[config.mk]
export PLATFORM = sky130hd
export DESIGN_NAME = bch_loop
export DESIGN_NICKNAME = d
export VERILOG_FILES = /design/src/hw/bch_pkg.sv /design/src/hw/bch_stream_if.sv /design/src/hw/bch_channel_monitor.sv /design/src/hw/bch_chien.sv /design/src/hw/bch_decoder.sv /design/src/hw/bch_encoder.sv /design/src/hw/bch_key_solver.sv /design/src/hw/bch_loop.sv /design/src/hw/bch_syndrome.sv
export SDC_FILE = /design/constraint.sdc
export NUM_CORES = 1
export LEC_CHECK = 0
export BUFFER_PORTS_ARGS = -buffer_cell sky130_fd_sc_hd__buf_2
export CORE_MARGIN = 3
export CORE_UTILIZATION = 50
export DETAILED_ROUTE_END_ITERATION = 10
export GPL_TIMING_DRIVEN = 1
export PLACE_DENSITY = 0.66
export SYNTH_ARGS = -nofsm -noshare
export SYNTH_HDL_FRONTEND = slang
export SYNTH_SLANG_ARGS = --single-unit
[constraint.sdc]
create_clock -name clk -period 9.5 [get_ports clk]
set_clock_uncertainty 0.05 [all_clocks]
set_input_delay 2.375 -clock clk [delete_from_list [all_inputs] [get_ports clk]]
set_output_delay 2.375 -clock clk [all_outputs]
set_load 0.05 [all_outputs]
[src/hw/bch_pkg.sv]
`default_nettype none

package bch_pkg;

	localparam int code_n = 15;
	localparam int code_k = 5;
	localparam int code_t = 3;
	localparam int gf_m = 4;

	// g(x) = x^10 + x^8 + x^5 + x^4 + x^2 + x + 1.
	localparam logic [10:0] gen_poly = 11'b101_0011_0111;
	localparam logic [4:0] prim_poly = 5'b1_0011;

	typedef logic [gf_m-1:0] gf_t;
	typedef gf_t [code_t:0] locator_t;
	typedef gf_t [2*code_t-1:0] syndrome_t;

	function automatic gf_t gf_mul(gf_t a, gf_t b);
		gf_t prod;
		gf_t shifted;
		prod = '0;
		shifted = a;
		for (int i = 0; i < gf_m; i++) begin
			if (b[i])
				prod = prod ^ shifted;
			shifted = {shifted[gf_m-2:0], 1'b0} ^ (shifted[gf_m-1] ? prim_poly[gf_m-1:0] : '0);
		end
		return prod;
	endfunction

	function automatic gf_t gf_alpha_pow(int power);
		gf_t result;
		result = gf_t'(1);
		for (int i = 0; i < power % code_n; i++)
			result = gf_mul(result, gf_t'(2)); // alpha is x.
		return result;
	endfunction

endpackage

`default_nettype wire

[src/hw/bch_stream_if.sv]
`default_nettype none

interface bch_stream_if;

	logic data; // codeword bit i sits at degree 14 - i.
	logic valid;
	logic first;
	logic last;

	modport source (
		output data, valid, first, last
	);

	modport sink (
		input data, valid, first, last
	);

endinterface

`default_nettype wire

[src/hw/bch_channel_monitor.sv]
`default_nettype none

module bch_channel_monitor (
	input wire logic clk,
	input wire logic reset,
	input wire logic start,
	input wire logic [bch_pkg::code_k-1:0] data_in,
	input wire logic [bch_pkg::code_n-1:0] error,
	bch_stream_if.sink enc,
	bch_stream_if.source chan,
	input wire logic output_valid,
	input wire logic decoded,
	output logic wrong_now,
	output logic wrong,
	output logic [bch_pkg::code_k-1:0] data_out
);

	logic [bch_pkg::code_n-1:0] flip_buf;
	logic [3:0][bch_pkg::code_k-1:0] ref_fifo;
	logic [1:0] wr_ptr;
	logic [1:0] rd_ptr;
	logic [2:0] out_bit;
	logic ref_bit;
	logic mismatch;
	logic block_end;

	assign chan.data = enc.data ^ flip_buf[0];
	assign chan.valid = enc.valid;
	assign chan.first = enc.first;
	assign chan.last = enc.last;

	assign ref_bit = ref_fifo[rd_ptr][out_bit];
	assign mismatch = output_valid && decoded != ref_bit;
	assign block_end = output_valid && out_bit == 3'(bch_pkg::code_k - 1);

	always_ff @(posedge clk) begin
		if (start)
			flip_buf <= error;
		else if (enc.valid)
			flip_buf <= flip_buf >> 1; // stays in step with the coded bits.
		if (start)
			ref_fifo[wr_ptr] <= data_in;
		if (output_valid)
			data_out <= {decoded, data_out[bch_pkg::code_k-1:1]};
	end

	always_ff @(posedge clk) begin
		if (reset) begin
			wr_ptr <= '0;
			rd_ptr <= '0;
			out_bit <= '0;
			wrong_now <= 1'b0;
			wrong <= 1'b0;
		end else begin
			if (start)
				wr_ptr <= wr_ptr + 2'd1;
			if (block_end) begin
				rd_ptr <= rd_ptr + 2'd1;
				out_bit <= '0;
			end else if (output_valid) begin
				out_bit <= out_bit + 3'd1;
			end
			wrong_now <= mismatch;
			if (mismatch)
				wrong <= 1'b1;
		end
	end

endmodule

`default_nettype wire

[src/hw/bch_chien.sv]
`default_nettype none

module bch_chien (
	input wire logic clk,
	input wire logic reset,
	input wire bch_pkg::locator_t locator,
	input wire logic [1:0] loc_degree,
	input wire logic loc_valid,
	input wire logic [bch_pkg::code_n-1:0] word,
	output logic busy,
	output logic output_valid,
	output logic data_out
);

	typedef enum logic [1:0] {
		st_idle,
		st_scan,
		st_emit
	} state_t;

	state_t state;
	bch_pkg::locator_t terms;
	bch_pkg::gf_t sum;
	logic [3:0] pos;
	logic [3:0] roots;
	logic [1:0] degree;
	logic [bch_pkg::code_k-1:0] flip;
	logic [bch_pkg::code_n-1:0] word_q;
	logic accept;
	logic fix;

	assign accept = loc_valid && state == st_idle;
	assign busy = state != st_idle;
	assign output_valid = state == st_emit;
	assign fix = roots == {2'b00, degree}; // root count must match the degree.
	assign data_out = word_q[0] ^ (fix && flip[0]);

	always_comb begin
		sum = '0;
		for (int j = 0; j <= bch_pkg::code_t; j++)
			sum = sum ^ terms[j];
	end

	always_ff @(posedge clk) begin
		if (reset) begin
			state <= st_idle;
		end else begin
			case (state)
				st_idle:
					if (accept)
						state <= st_scan;
				st_scan:
					if (pos == 4'(bch_pkg::code_n - 1))
						state <= st_emit;
				st_emit:
					if (pos == 4'(bch_pkg::code_k - 1))
						state <= st_idle;
				default:
					state <= st_idle;
			endcase
		end
	end

	always_ff @(posedge clk) begin
		if (accept) begin
			for (int j = 0; j <= bch_pkg::code_t; j++)
				terms[j] <= bch_pkg::gf_mul(locator[j], bch_pkg::gf_alpha_pow(j));
			word_q <= word;
			degree <= loc_degree;
			roots <= '0;
			flip <= '0;
			pos <= '0;
		end else if (state == st_scan) begin
			// position i is a root when the locator vanishes at alpha^(i+1).
			for (int j = 0; j <= bch_pkg::code_t; j++)
				terms[j] <= bch_pkg::gf_mul(terms[j], bch_pkg::gf_alpha_pow(j));
			if (sum == '0) begin
				roots <= roots + 4'd1;
				if (pos < 4'(bch_pkg::code_k))
					flip[pos[2:0]] <= 1'b1;
			end
			pos <= pos == 4'(bch_pkg::code_n - 1) ? 4'd0 : pos + 4'd1;
		end else if (state == st_emit) begin
			word_q <= word_q >> 1;
			flip <= flip >> 1;
			pos <= pos + 4'd1;
		end
	end

endmodule

`default_nettype wire

[src/hw/bch_decoder.sv]
`default_nettype none

module bch_decoder (
	input wire logic clk,
	input wire logic reset,
	bch_stream_if.sink stream,
	output logic can_accept,
	output logic output_valid,
	output logic data_out
);

	bch_pkg::syndrome_t syn;
	logic syn_valid;
	logic take;
	bch_pkg::locator_t locator;
	logic [1:0] loc_degree;
	logic loc_valid;
	logic chien_busy;
	logic chien_busy_q;
	logic [1:0][bch_pkg::code_n-1:0] word_buf;
	logic wr_slot;
	logic rd_slot;
	logic [1:0] in_flight;
	logic word_in;
	logic word_out;

	assign word_in = stream.valid && stream.first;
	assign word_out = chien_busy_q && !chien_busy;
	assign can_accept = in_flight < 2'd2;

	always_ff @(posedge clk) begin
		if (reset) begin
			wr_slot <= 1'b0;
			rd_slot <= 1'b0;
			in_flight <= '0;
			chien_busy_q <= 1'b0;
		end else begin
			chien_busy_q <= chien_busy;
			if (stream.valid && stream.last)
				wr_slot <= !wr_slot;
			if (loc_valid && !chien_busy)
				rd_slot <= !rd_slot; // follows the solver to chien handoff.
			in_flight <= in_flight + 2'(word_in) - 2'(word_out);
		end
	end

	always_ff @(posedge clk) begin
		if (stream.valid)
			word_buf[wr_slot] <= {stream.data, word_buf[wr_slot][bch_pkg::code_n-1:1]};
	end

	bch_syndrome bch_syndrome_inst (
		.clk(clk),
		.reset(reset),
		.stream(stream),
		.take(take),
		.syn(syn),
		.syn_valid(syn_valid)
	);

	bch_key_solver bch_key_solver_inst (
		.clk(clk),
		.reset(reset),
		.syn(syn),
		.syn_valid(syn_valid),
		.take(take),
		.busy_next(chien_busy),
		.locator(locator),
		.loc_degree(loc_degree),
		.loc_valid(loc_valid)
	);

	bch_chien bch_chien_inst (
		.clk(clk),
		.reset(reset),
		.locator(locator),
		.loc_degree(loc_degree),
		.loc_valid(loc_valid),
		.word(word_buf[rd_slot]),
		.busy(chien_busy),
		.output_valid(output_valid),
		.data_out(data_out)
	);

endmodule

`default_nettype wire

[src/hw/bch_encoder.sv]
`default_nettype none

module bch_encoder (
	input wire logic clk,
	input wire logic reset,
	input wire logic start,
	input wire logic [bch_pkg::code_k-1:0] data_in,
	output logic penult,
	bch_stream_if.source stream
);

	localparam int par_w = bch_pkg::code_n - bch_pkg::code_k;

	logic busy;
	logic [3:0] count;
	logic [bch_pkg::code_k-1:0] msg;
	logic [par_w-1:0] lfsr;
	logic in_msg;
	logic feedback;

	assign in_msg = count < 4'(bch_pkg::code_k);
	assign feedback = msg[0] ^ lfsr[par_w-1];

	assign stream.data = in_msg ? msg[0] : lfsr[par_w-1];
	assign stream.valid = busy;
	assign stream.first = busy && count == 4'd0;
	assign stream.last = busy && count == 4'(bch_pkg::code_n - 1);
	assign penult = busy && count == 4'(bch_pkg::code_n - 2);

	always_ff @(posedge clk) begin
		if (reset) begin
			busy <= 1'b0;
			count <= '0;
		end else if (start) begin
			busy <= 1'b1;
			count <= '0;
		end else if (busy) begin
			busy <= !stream.last;
			count <= count + 4'd1;
		end
	end

	always_ff @(posedge clk) begin
		if (start) begin
			msg <= data_in;
			lfsr <= '0;
		end else if (busy && in_msg) begin
			msg <= msg >> 1;
			lfsr <= {lfsr[par_w-2:0], 1'b0} ^ (feedback ? bch_pkg::gen_poly[par_w-1:0] : '0);
		end else if (busy) begin
			lfsr <= {lfsr[par_w-2:0], 1'b0}; // parity drains msb first.
		end
	end

endmodule

`default_nettype wire

[src/hw/bch_key_solver.sv]
`default_nettype none

module bch_key_solver (
	input wire logic clk,
	input wire logic reset,
	input wire bch_pkg::syndrome_t syn,
	input wire logic syn_valid,
	output logic take,
	input wire logic busy_next,
	output bch_pkg::locator_t locator,
	output logic [1:0] loc_degree,
	output logic loc_valid
);

	typedef enum logic [1:0] {
		st_idle,
		st_run,
		st_done
	} state_t;

	state_t state;
	bch_pkg::syndrome_t syn_q;
	bch_pkg::locator_t lambda;
	bch_pkg::locator_t b_poly;
	bch_pkg::locator_t lambda_next;
	bch_pkg::gf_t gamma;
	bch_pkg::gf_t delta;
	logic [2:0] len;
	logic [1:0] step;
	logic [2:0] k;
	logic grow;

	assign take = syn_valid && state == st_idle;
	assign loc_valid = state == st_done;
	assign k = {step, 1'b0}; // only even BM steps are computed.
	assign grow = delta != '0 && {len, 1'b0} <= {1'b0, k};

	// a locator longer than t cannot be right, so a zero polynomial marks failure.
	assign locator = len > 3'(bch_pkg::code_t) ? '0 : lambda;
	assign loc_degree = len[1:0];

	always_comb begin
		delta = '0;
		for (int j = 0; j <= bch_pkg::code_t; j++) begin
			if (int'(k) - j >= 0)
				delta = delta ^ bch_pkg::gf_mul(lambda[j], syn_q[int'(k) - j]);
		end
	end

	always_comb begin
		lambda_next[0] = bch_pkg::gf_mul(gamma, lambda[0]);
		for (int j = 1; j <= bch_pkg::code_t; j++)
			lambda_next[j] = bch_pkg::gf_mul(gamma, lambda[j])
				^ bch_pkg::gf_mul(delta, b_poly[j-1]);
	end

	always_ff @(posedge clk) begin
		if (reset) begin
			state <= st_idle;
		end else begin
			case (state)
				st_idle:
					if (take)
						state <= st_run;
				st_run:
					if (step == 2'(bch_pkg::code_t - 1))
						state <= st_done;
				st_done:
					if (!busy_next)
						state <= st_idle; // chien takes it this cycle.
				default:
					state <= st_idle;
			endcase
		end
	end

	always_ff @(posedge clk) begin
		if (take) begin
			syn_q <= syn;
			lambda <= bch_pkg::locator_t'(1);
			b_poly <= bch_pkg::locator_t'(1);
			gamma <= bch_pkg::gf_t'(1);
			len <= '0;
			step <= '0;
		end else if (state == st_run) begin
			lambda <= lambda_next;
			step <= step + 2'd1;
			if (grow) begin
				b_poly <= {lambda[bch_pkg::code_t-1:0], bch_pkg::gf_t'(0)};
				len <= k + 3'd1 - len;
				gamma <= delta;
			end else begin
				b_poly <= {b_poly[bch_pkg::code_t-2:0], bch_pkg::gf_t'(0), bch_pkg::gf_t'(0)};
			end
		end
	end

endmodule

`default_nettype wire

[src/hw/bch_loop.sv]
`default_nettype none

module bch_loop (
	input wire logic clk,
	input wire logic reset,
	input wire logic [bch_pkg::code_k-1:0] data_in,
	input wire logic [bch_pkg::code_n-1:0] error,
	input wire logic encode_start,
	output logic ready,
	output logic encoded_penult,
	output logic output_valid,
	output logic wrong_now,
	output logic wrong,
	output logic [bch_pkg::code_k-1:0] data_out
);

	bch_stream_if enc_stream ();
	bch_stream_if chan_stream ();

	logic start;
	logic can_accept;
	logic decoded;

	// the encoder frees up on its last bit, so words can run back to back.
	assign ready = (!enc_stream.valid || enc_stream.last) && can_accept;
	assign start = encode_start && ready;

	bch_encoder bch_encoder_inst (
		.clk(clk),
		.reset(reset),
		.start(start),
		.data_in(data_in),
		.penult(encoded_penult),
		.stream(enc_stream.source)
	);

	bch_channel_monitor bch_channel_monitor_inst (
		.clk(clk),
		.reset(reset),
		.start(start),
		.data_in(data_in),
		.error(error),
		.enc(enc_stream.sink),
		.chan(chan_stream.source),
		.output_valid(output_valid),
		.decoded(decoded),
		.wrong_now(wrong_now),
		.wrong(wrong),
		.data_out(data_out)
	);

	bch_decoder bch_decoder_inst (
		.clk(clk),
		.reset(reset),
		.stream(chan_stream.sink),
		.can_accept(can_accept),
		.output_valid(output_valid),
		.data_out(decoded)
	);

endmodule

`default_nettype wire

[src/hw/bch_syndrome.sv]
`default_nettype none

module bch_syndrome (
	input wire logic clk,
	input wire logic reset,
	bch_stream_if.sink stream,
	input wire logic take,
	output bch_pkg::syndrome_t syn,
	output logic syn_valid
);

	bch_pkg::gf_t acc1;
	bch_pkg::gf_t acc3;
	bch_pkg::gf_t acc5;
	bch_pkg::gf_t next1;
	bch_pkg::gf_t next3;
	bch_pkg::gf_t next5;
	bch_pkg::gf_t in_bit;

	assign in_bit = bch_pkg::gf_t'(stream.data);

	// one Horner step per received bit with the highest degree first.
	always_comb begin
		if (stream.first) begin
			next1 = in_bit;
			next3 = in_bit;
			next5 = in_bit;
		end else begin
			next1 = bch_pkg::gf_mul(acc1, bch_pkg::gf_alpha_pow(1)) ^ in_bit;
			next3 = bch_pkg::gf_mul(acc3, bch_pkg::gf_alpha_pow(3)) ^ in_bit;
			next5 = bch_pkg::gf_mul(acc5, bch_pkg::gf_alpha_pow(5)) ^ in_bit;
		end
	end

	always_ff @(posedge clk) begin
		if (stream.valid) begin
			acc1 <= next1;
			acc3 <= next3;
			acc5 <= next5;
		end
		if (stream.valid && stream.last) begin
			syn[0] <= next1;
			syn[1] <= bch_pkg::gf_mul(next1, next1);
			syn[2] <= next3;
			syn[3] <= bch_pkg::gf_mul(bch_pkg::gf_mul(next1, next1),
				bch_pkg::gf_mul(next1, next1));
			syn[4] <= next5;
			syn[5] <= bch_pkg::gf_mul(next3, next3);
		end
	end

	always_ff @(posedge clk) begin
		if (reset)
			syn_valid <= 1'b0;
		else if (stream.valid && stream.last)
			syn_valid <= 1'b1;
		else if (take)
			syn_valid <= 1'b0;
	end

endmodule

`default_nettype wire

==> impl_metrics.ini, run 1 <==
[sta]
finalSetupViolations = 0
worstMarginPinSlew_ns = 0.981
rsz0062_at_grt = false
fmax_mhz = 194
finalHoldViolCount = 0
slew_violations = 0
maxSlewHeadroom_pct = 34.2
period_share_pct = 54.3
tns_ns = 0
layout_min_cycle_time_ns = 5.16

[clocking]
root_buffer = clkbuf_16
htree_num_levels = 1
ctsHoldBuffers = 0
cts_resized = 0
clk_pin_slew_ns = 0.06
clock_sinks = 245
cts_buffer_depth = 3
cts_tree = yes
worstSkewPairLatency_ns = 0.53
cts_setup_buffers = 0
cts_buffers = 26

[place]
hpwl_um = 18700
place_congestion = 0.871
io_buffers = 32
post-place-cells = 1614

[power_and_ir_drop]
powerDensity_nw_per_um2 = 198
ir_drop_v = 0.000146
p_leak_nw = 5.18

[run_status]
status = finished, final reports clean

[drt]
wire_per_inst_um = 16.7
ant_nets = 0
vias_per_cell = 5.60
drt_iter0_markers = 748
drt-total-wl_um = 27700
vias = 9299
drc = 0
firstDrtPassIters = 6

[cells_and_area]
fin_util_pct = 55.6
final_common_cell = nand2_1
fin_cells = 1662
area_growth_pct = 8.58
n_antenna_cell = 0
nets = 1360
nFillCells = 2269
final_cell_mix = 211 x nand2_1, 164 x edfxtp_1, 129 x xnor2_1
layout-drive-gt1-share_pct = 10.4

[yosys]
synth_edf_count = 164
syn_area_um2 = 13500
synthSimpleGateAreaFrac_pct = 14.3
synth_cell_types = 67
ys_warn_count = 0
synth_top_family_by_area = simple AND/OR/NAND/NOR gates
ys_seq_area_share_pct = 48.6
synthFlopType = edfxtp_1
syn_inst = 1318
synth_compound_area_share_pct = 11.5
syn_nets = 1371
synth_area_per_cell_um2 = 10.2
synth-xor-area-share_pct = 11.8
synthMuxAreaShare_pct = 7.24
synthAdderAreaFrac_pct = 2.79
async_flop_share_pct = 0
ys_seq_elements = 245

[worst_setup_path]
critical_path_class = flip-flop to flip-flop
cp.required_ns = 9.83
startpoint_type = flip-flop
crit_arrival_ns = 5.49
cp_cell_sequence = buf_4 > inv_1 > ha_1 > nor2b_1 > a22oi_1 > a221o_1 > a221o_1 > xnor2_1 > nor2_1 > xnor3_1 > nor4_1 > nor3_1 > buf_4 > nand2_1 > mux2i_1 > nor2_1
max_stage_delay_ns = 0.62
slowest_stage = nor2b_1
startpoint = bch_decoder_inst.bch_key_solver_inst.step[0]
crit_path_end_kind = flip-flop
cp_max_fo = 31
rr_startpoint = bch_decoder_inst.bch_key_solver_inst.step[0]

[die]
ioPinCount = 33
die_w_um = 170
initial_core_util_pct = 51.2
die_y_um = 170
dieArea_um2 = 28900
coreArea_um2 = 26300
row_count = 59

[grt]
grt.total_usage_pct = 19.2
grt_pass1_wl_um = 45700
grt_max_degree = 56
antenna_found_initial = 1
grt_pass1_vias = 8791
gr-total-overflow = 0

[hold_path]
hold_class = flip-flop to flip-flop
worstHoldStart = bch_decoder_inst.bch_syndrome_inst.syn[12]

[flow_run]
cap_viol_max_count = 0
## cell type report
type,count,area (µm²),share of cell area [%]
sequential,245,6550,44.8
multi-input combinational,948,6420,43.9
clock buffer,37,722,4.94
tap,335,419,2.87
timing repair buffer,47,273,1.87
inverter,39,146,1.00
clock inverter,11,91.3,0.625
## layer usage
metal	up-vias	wire, µm	GRT usage (%)
li1	4615	-	-
met1	4420	12900	27.1
met2	221	12900	31.6
met3	41	1270	2.60
met4	2	658	5.01
met5	-	13	0
## kinds of logic (layout without fill, tap and decap cells)
logic type	after synthesis	after routing
multiplexers	85	85
XOR/XNOR	172	172
adder cells (fa/ha/maj)	30	30
flip-flops	245	245
buffers and inverters	125	134
AO/OA/AOI/OAI	231	231
AND/OR/NAND/NOR	430	430
## stage by stage
step	instance area (µm²)	worst slack [ns]	hold WS (ns)	power (mW)
after floorplan	13500	5.17	0.350	1.82
after global placement	13800	4.50	0.351	1.94
after detailed placement	13800	4.42	0.356	1.96
after CTS	14600	4.37	0.367	2.92
after global routing	14600	3.88	0.371	3.05
final	14600	4.34	0.365	2.90
## registers in the layout, summed over array words and instances (netlist names), 15 cells and up
register	cells
bch_channel_monitor_inst.flip_buf	15
bch_decoder_inst.bch_chien_inst.word_q	15
bch_decoder_inst.bch_chien_inst.terms	16
bch_decoder_inst.word_buf	30
bch_decoder_inst.bch_key_solver_inst.lambda	16
bch_decoder_inst.bch_syndrome_inst.syn	22
bch_channel_monitor_inst.ref_fifo	20
bch_decoder_inst.bch_key_solver_inst.syn_q	22
## critical path: cells and delay by family (launching register included)
family          cells  cell delay (ns)
simple gates        6             1.45
mux                 1             0.22
xor+xnor            2             0.69
flops               1             0.32
buf+inv             3             0.70
fa+ha+maj           1             0.59
compound gates      3             0.99
## where the power goes
group          switching, mW  total [mW]  internal, mW
sequential            0.0895        1.35          1.26
combinational          0.342       0.586         0.243
clock                  0.406       0.963         0.557
## worst paths after layout
path                                                                       end  depth (start not counted)  slack [ns]
worst max-delay path             bch_decoder_inst.bch_key_solver_inst.gamma[1]                         16        4.34
worst min-delay path            bch_decoder_inst.bch_key_solver_inst.syn_q[12]                          0        0.37
worst max register to register   bch_decoder_inst.bch_key_solver_inst.gamma[1]                         16        4.34
worst min register to register  bch_decoder_inst.bch_key_solver_inst.syn_q[12]                          0        0.37
## synth_stat cells (6+ instances only)
cell type | number | area share [%]
xnor2_1 | 129 | 8.4
clkbuf_1 | 62 | 1.7
a22oi_1 | 12 | 0.67
a211oi_1 | 29 | 1.6
nand2_1 | 211 | 5.9
nand2b_1 | 11 | 0.51
mux2i_1 | 46 | 3.4
nor2_1 | 93 | 2.6
nor3_1 | 16 | 0.59
and3_1 | 16 | 0.74
o211ai_1 | 10 | 0.56
o21ai_0 | 58 | 2.2
and2_1 | 10 | 0.46
dfxtp_1 | 81 | 12
inv_1 | 38 | 1.1
xor2_1 | 37 | 2.4
mux2_2 | 30 | 2.5
nand3_1 | 18 | 0.67
buf_2 | 10 | 0.37
ha_1 | 30 | 2.8
nor3b_1 | 11 | 0.61
a21oi_1 | 50 | 1.9
nor2b_1 | 14 | 0.65
o22ai_1 | 7 | 0.33
a211o_1 | 6 | 0.39
o31ai_1 | 10 | 0.56
edfxtp_1 | 164 | 37
mux4_2 | 6 | 1.0
buf_1 | 11 | 0.31
a22o_1 | 6 | 0.39
No activity file was read; power rests on OpenSTA's default activity.
==> run 2, diff against run 1 <==
Settings changed: ABC_AREA set to 1.
Clock period 9.5 ns to 5.2 ns, I/O delays scaled along.
==> impl_metrics.ini, run 2 <==
[yosys]
syn_nets = 1853
synth_edf_count = 164
async_flop_share_pct = 0
syn_inst = 1800
ys_seq_area_share_pct = 46.8
synthTopCellsByArea = edfxtp_1 35%, nand2_1 16%, dfxtp_1 12%, inv_1 6.2%, nand3_1 4.7%
synth_area_per_cell_um2 = 7.76
syn_area_um2 = 14000
ys_warn_count = 0
ys_seq_elements = 245
netlist.area_leader.share_pct = 35.2
synthFlopType = edfxtp_1
synth_area_leader_cell = edfxtp_1
synth_common_cells = 597 x nand2_1, 231 x inv_1, 164 x edfxtp_1, 130 x nand3_1, 121 x nor2_1
yosysMostFrequentCell = nand2_1
synth_cell_types = 46

[grt]
gr-total-overflow = 0
grt.total_usage_pct = 20.7
grt_pass1_wl_um = 52200
antenna_found_initial = 0
grt_pass1_vias = 10500
grt_max_degree = 31

[clocking]
cts_setup_buffers = 0
ctsHoldBuffers = 0
worstSkewPairLatency_ns = 0.55
clk_pin_slew_ns = 0.06
clock_sinks = 245
cts_tree = yes
cts_resized = 0
root_buffer = clkbuf_16
cts_buffer_depth = 3
htree_num_levels = 1
cts_buffers = 27

[power_and_ir_drop]
power_frac_seq_pct = 35.4
powerDensity_nw_per_um2 = 535
p_clk_share_pct = 23.9
p_total_mw = 8.18
ir_drop_v = 0.000388
p_sw_mw = 3.36
combPwrFrac_pct = 40.7
p_leak_nw = 6.93
switching_share_pct = 41.1
internal_power_mw = 4.82

[worst_setup_path]
crit_top_cell = nand2_1
cp_max_fo = 20
critical_path_class = flip-flop to flip-flop
r2r-end = bch_decoder_inst.bch_key_solver_inst.gamma[0]
rr_startpoint = bch_decoder_inst.bch_key_solver_inst.step[1]
crit_path_end = bch_decoder_inst.bch_key_solver_inst.gamma[0]
cp_cell_sequence = buf_4 > inv_1 > ha_1 > nand3_1 > nand2_2 > nand2_1 > nand3_1 > nand2_1 > nand2_1 > nand2_1 > nand2_1 > nand2_1 > nor2_1 > nand2_1 > nand2_2 > inv_2 > nand4_2 > nand2_2 > nor2_4 > inv_1 > nand2_1 > o211ai_1
cp.required_ns = 5.57
reg2reg_depth = 22
max_stage_delay_ns = 0.67
startpoint_type = flip-flop
startpoint = bch_decoder_inst.bch_key_solver_inst.step[1]
crit_path_end_kind = flip-flop
crit_arrival_ns = 4.35
ff2ff_setup_slack_ns = 1.22
slowest_stage = ha_1

[die]
die_w_um = 173
initial_core_util_pct = 51.4
coreArea_um2 = 27200
dieArea_um2 = 30000
die_y_um = 173
row_count = 60
ioPinCount = 33

[drt]
ant_nets = 0
wire_per_inst_um = 14.2
vias_per_cell = 5.12
drc = 0
drt-total-wl_um = 31300
firstDrtPassIters = 5
drt_iter0_markers = 773
vias = 11300

[sta]
period_share_pct = 76.6
finalHoldViolCount = 0
holdWs_ns = 0.368
tns_ns = 0
fmax_mhz = 251
fin_ws_ns = 1.22
worstMarginPinSlew_ns = 1.15
slew_violations = 0
finalSetupViolations = 0
maxSlewHeadroom_pct = 23.1
rsz0062_at_grt = false
layout_min_cycle_time_ns = 3.98

[run_status]
status = finished, final reports clean

[cells_and_area]
nets = 1861
layout-drive-gt1-share_pct = 6.62
largestRegisters = bch_decoder_inst.word_buf (30), bch_decoder_inst.bch_key_solver_inst.syn_q (22), bch_decoder_inst.bch_syndrome_inst.syn (22)
fin_cells = 2201
stdcell_area_um2 = 15300
area_growth_pct = 9.44
top_register = bch_decoder_inst.word_buf
final_common_cell = nand2_1
final_cell_mix = 597 x nand2_1, 231 x inv_1, 164 x edfxtp_1
fin_util_pct = 56.3
n_antenna_cell = 0
largest_reg_flops = 30

[place]
pre_cts_ws_ns = 1.31
place_congestion = 0.931
io_buffers = 32
placed_area_um2 = 14400
post-place-cells = 2151
hpwl_um = 22600

[hold_path]
hold_class = flip-flop to flip-flop

[flow_run]
cap_viol_max_count = 0
-- run 2: cell count changes after synthesis, sizes merged, moves of 32 or more --
| cell | delta |
|---|---|
| nor2 | +35 |
| mux2 | -32 |
| nand2 | +397 |
| nand3 | +118 |
| inv | +198 |
| mux2i | -46 |
| o21ai | +62 |
| xnor2 | -73 |
-- run 2: cell families (layout without fill, tap and decap cells) --
logic type | Yosys count | in the layout | synth area share [%]
AOI/OAI and AO/OA | 213 | 213 | 8.23
DFF | 245 | 245 | 46.8
and+or+nand+nor | 893 | 893 | 26.3
xor gates and xnor gates | 115 | 115 | 7.26
adders and majority gates | 30 | 30 | 2.69
buffers and inverters | 303 | 332 | 8.60
muxes | 1 | 1 | 0.0806
-- run 2: final cells by class --
cell class                      count  area (µm²)
Tap cell                          372         465
Timing Repair Buffer               44         250
Fill cell                        2537       11900
Clock buffer                       33         708
Clock inverter                     17         199
Multi-Input combinational cell   1252        6230
Sequential cell                   245        6550
Inverter                          238         896
-- run 2: metal layers --
layer  vias up  track usage [%]  share of wire [%]
met1      5227             27.9                 46
met5         -                0                  0
met2       233             35.2                 47
met4         0             5.61                2.5
li1       5756                -                  -
met3        56             2.79                4.5
-- run 2: worst min path at each step --
stage          depth (start not counted)                                        endpoint                                        from
6_report                               0  bch_decoder_inst.bch_key_solver_inst.syn_q[13]  bch_decoder_inst.bch_syndrome_inst.syn[13]
5_1_grt                                0   bch_decoder_inst.bch_key_solver_inst.syn_q[0]   bch_decoder_inst.bch_syndrome_inst.syn[0]
4_1_cts                                0   bch_decoder_inst.bch_key_solver_inst.syn_q[0]   bch_decoder_inst.bch_syndrome_inst.syn[0]
3_5_place_dp                           0  bch_decoder_inst.bch_key_solver_inst.syn_q[13]  bch_decoder_inst.bch_syndrome_inst.syn[13]
3_3_place_gp                           0   bch_decoder_inst.bch_key_solver_inst.syn_q[4]   bch_decoder_inst.bch_syndrome_inst.syn[4]
2_1_floorplan                          0   bch_decoder_inst.bch_key_solver_inst.syn_q[0]   bch_decoder_inst.bch_syndrome_inst.syn[0]
-- run 2: critical path: cells and delay by family, from the launching register on --
family | cells | cell delay, ns
buffers and inverters | 4 | 0.75
AO/OA/AOI/OAI | 1 | 0.08
adder cells (fa/ha/maj) | 1 | 0.67
flip-flops | 1 | 0.31
AND/OR/NAND/NOR | 16 | 1.98
-- run 2: power groups by stage --
stage	clock (mW)	combinational (mW)	sequential, mW
CTS	2.00	3.33	2.90
floorplan	0	2.64	2.81
detailed placement	0	3.31	2.93
global route	2.08	3.79	2.95
finish	1.95	3.33	2.90
global placement	0	3.22	2.92
==> run 3, diff against run 2 <==
Clock period 5.2 ns to 4.1 ns, I/O delays scaled along.
==> impl_metrics.ini, run 3 (synthesized netlist as in run 2, its figures left out) <==
[run_status]
status = finished, final reports clean

[grt]
grt_max_degree = 35
grt_pass1_wl_um = 50900
met2_usage_pct = 33.8
gr-usage-met1_pct = 28.1
gr-usage-met3_pct = 2.74
antenna_found_initial = 0
grt.total_usage_pct = 20.3
gr-max-usage-layer = met2
grt_pass1_vias = 10400
gr-total-overflow = 0

[clocking]
cts_tree = yes
htree_num_levels = 1
ctsHoldBuffers = 0
clock_sinks = 245
cts_setup_buffers = 0
worstSkewPairLatency_ns = 0.53
cts_buffer_depth = 3
cts_buffers = 27
cts_resized = 0
root_buffer = clkbuf_16
clk_pin_slew_ns = 0.06

[drt]
drc = 0
wire_per_inst_um = 14.1
vias_per_cell = 5.09
vias = 11200
drt_iter0_markers = 984
ant_nets = 0
firstDrtPassIters = 5
drt-total-wl_um = 31200

[power_and_ir_drop]
ir_drop_v = 0.000339
p_total_mw = 10.2
powerDensity_nw_per_um2 = 669
p_leak_nw = 6.92

[worst_setup_path]
ff2ff_setup_slack_ns = 0.44
reg2reg_depth = 21
crit_path_end_kind = flip-flop
r2r-end = bch_decoder_inst.bch_key_solver_inst.gamma[0]
cp_max_fo = 28
crit_path_end = bch_decoder_inst.bch_key_solver_inst.gamma[0]
startpoint = bch_decoder_inst.bch_key_solver_inst.step[0]
rr_startpoint = bch_decoder_inst.bch_key_solver_inst.step[0]
critical_path_class = flip-flop to flip-flop
crit_arrival_ns = 4.00
startpoint_type = flip-flop
cp.required_ns = 4.44

[sta]
period_share_pct = 89.2
finalHoldViolCount = 0
rsz0062_at_grt = false
worstMarginPinSlew_ns = 1.14
slew_violations = 0
tns_ns = 0
fmax_mhz = 273
fin_ws_ns = 0.442
finalSetupViolations = 0
layout_min_cycle_time_ns = 3.66
maxSlewHeadroom_pct = 24.0

[cells_and_area]
top_register = bch_decoder_inst.word_buf
nFillCells = 2494
final_common_cell = nand2_1
area_growth_pct = 9.35
nets = 1867
largestRegisters = bch_decoder_inst.word_buf (30), bch_decoder_inst.bch_key_solver_inst.syn_q (22), bch_decoder_inst.bch_syndrome_inst.syn (22)
n_antenna_cell = 0
layout-drive-gt1-share_pct = 6.81
fin_util_pct = 56.2
final_cell_mix = 597 x nand2_1, 231 x inv_1, 164 x edfxtp_1
largest_reg_flops = 30
stdcell_area_um2 = 15300

[hold_path]
hold_class = flip-flop to flip-flop

[die]
coreArea_um2 = 27200
initial_core_util_pct = 51.4
ioPinCount = 33
row_count = 60
dieArea_um2 = 30000
die_w_um = 173
die_y_um = 173

[place]
place_congestion = 0.927
io_buffers = 32
pre_cts_ws_ns = 0.514
hpwl_um = 22100
placed_area_um2 = 14400

[flow_run]
cap_viol_max_count = 0
run 3: cell type report:
cell class | instances | area (µm²) | area share, %
repair buffers | 50 | 295 | 1.93
well taps | 372 | 465 | 3.05
inverters | 238 | 896 | 5.86
clock inverters | 15 | 134 | 0.876
clock buffers | 35 | 716 | 4.68
flip-flops and latches | 245 | 6550 | 42.8
multi-input cells | 1252 | 6230 | 40.8
run 3: worst min-delay path by stage:
stage                                                     from                                              to  slack, ns  depth (start not counted)
floorplan            bch_decoder_inst.bch_syndrome_inst.syn[0]   bch_decoder_inst.bch_key_solver_inst.syn_q[0]       0.35                          0
global placement    bch_decoder_inst.bch_syndrome_inst.syn[12]  bch_decoder_inst.bch_key_solver_inst.syn_q[12]       0.35                          0
detailed placement   bch_decoder_inst.bch_syndrome_inst.syn[0]   bch_decoder_inst.bch_key_solver_inst.syn_q[0]       0.35                          0
CTS                 bch_decoder_inst.bch_syndrome_inst.syn[17]  bch_decoder_inst.bch_key_solver_inst.syn_q[17]       0.37                          0
global route         bch_decoder_inst.bch_syndrome_inst.syn[6]   bch_decoder_inst.bch_key_solver_inst.syn_q[6]       0.38                          0
finish               bch_decoder_inst.bch_syndrome_inst.syn[0]   bch_decoder_inst.bch_key_solver_inst.syn_q[0]       0.37                          0
run 3: where the power goes:
| part | leakage, nW | internal, mW | switching [mW] |
|---|---|---|---|
| Combinational | 4.32 | 1.38 | 2.87 |
| Sequential | 2.18 | 3.27 | 0.378 |
| Clock | 0.415 | 1.36 | 0.961 |
run 3: worst max-delay path, stage by stage (launching register included):
cell	delay [ns]
dfxtp_1	0.37
inv_4	0.14
ha_1	0.60
inv_1	0.19
o21ai_1	0.27
nand3_1	0.20
inv_2	0.09
nand2_1	0.05
nand2_1	0.09
nor2_1	0.05
nor2_1	0.12
nand2_1	0.08
nand3_1	0.08
nand2_1	0.10
nand2_4	0.18
inv_2	0.07
nand4_2	0.09
nand2_2	0.08
nor2_4	0.31
inv_1	0.15
nand2_1	0.08
o211ai_1	0.08
run 3: per-stage QoR:
step	std cells	hold WS (ns)
floorplan	1800	0.350
global placement	2157	0.352
detailed placement	2157	0.355
CTS	2207	0.367
global route	2207	0.378
finish	2207	0.366
run 3: layer usage:
metal	up-vias	share of wire [%]
li1	5773	-
met1	5146	46
met2	265	46
met3	55	5.1
met4	0	2.3
met5	-	0
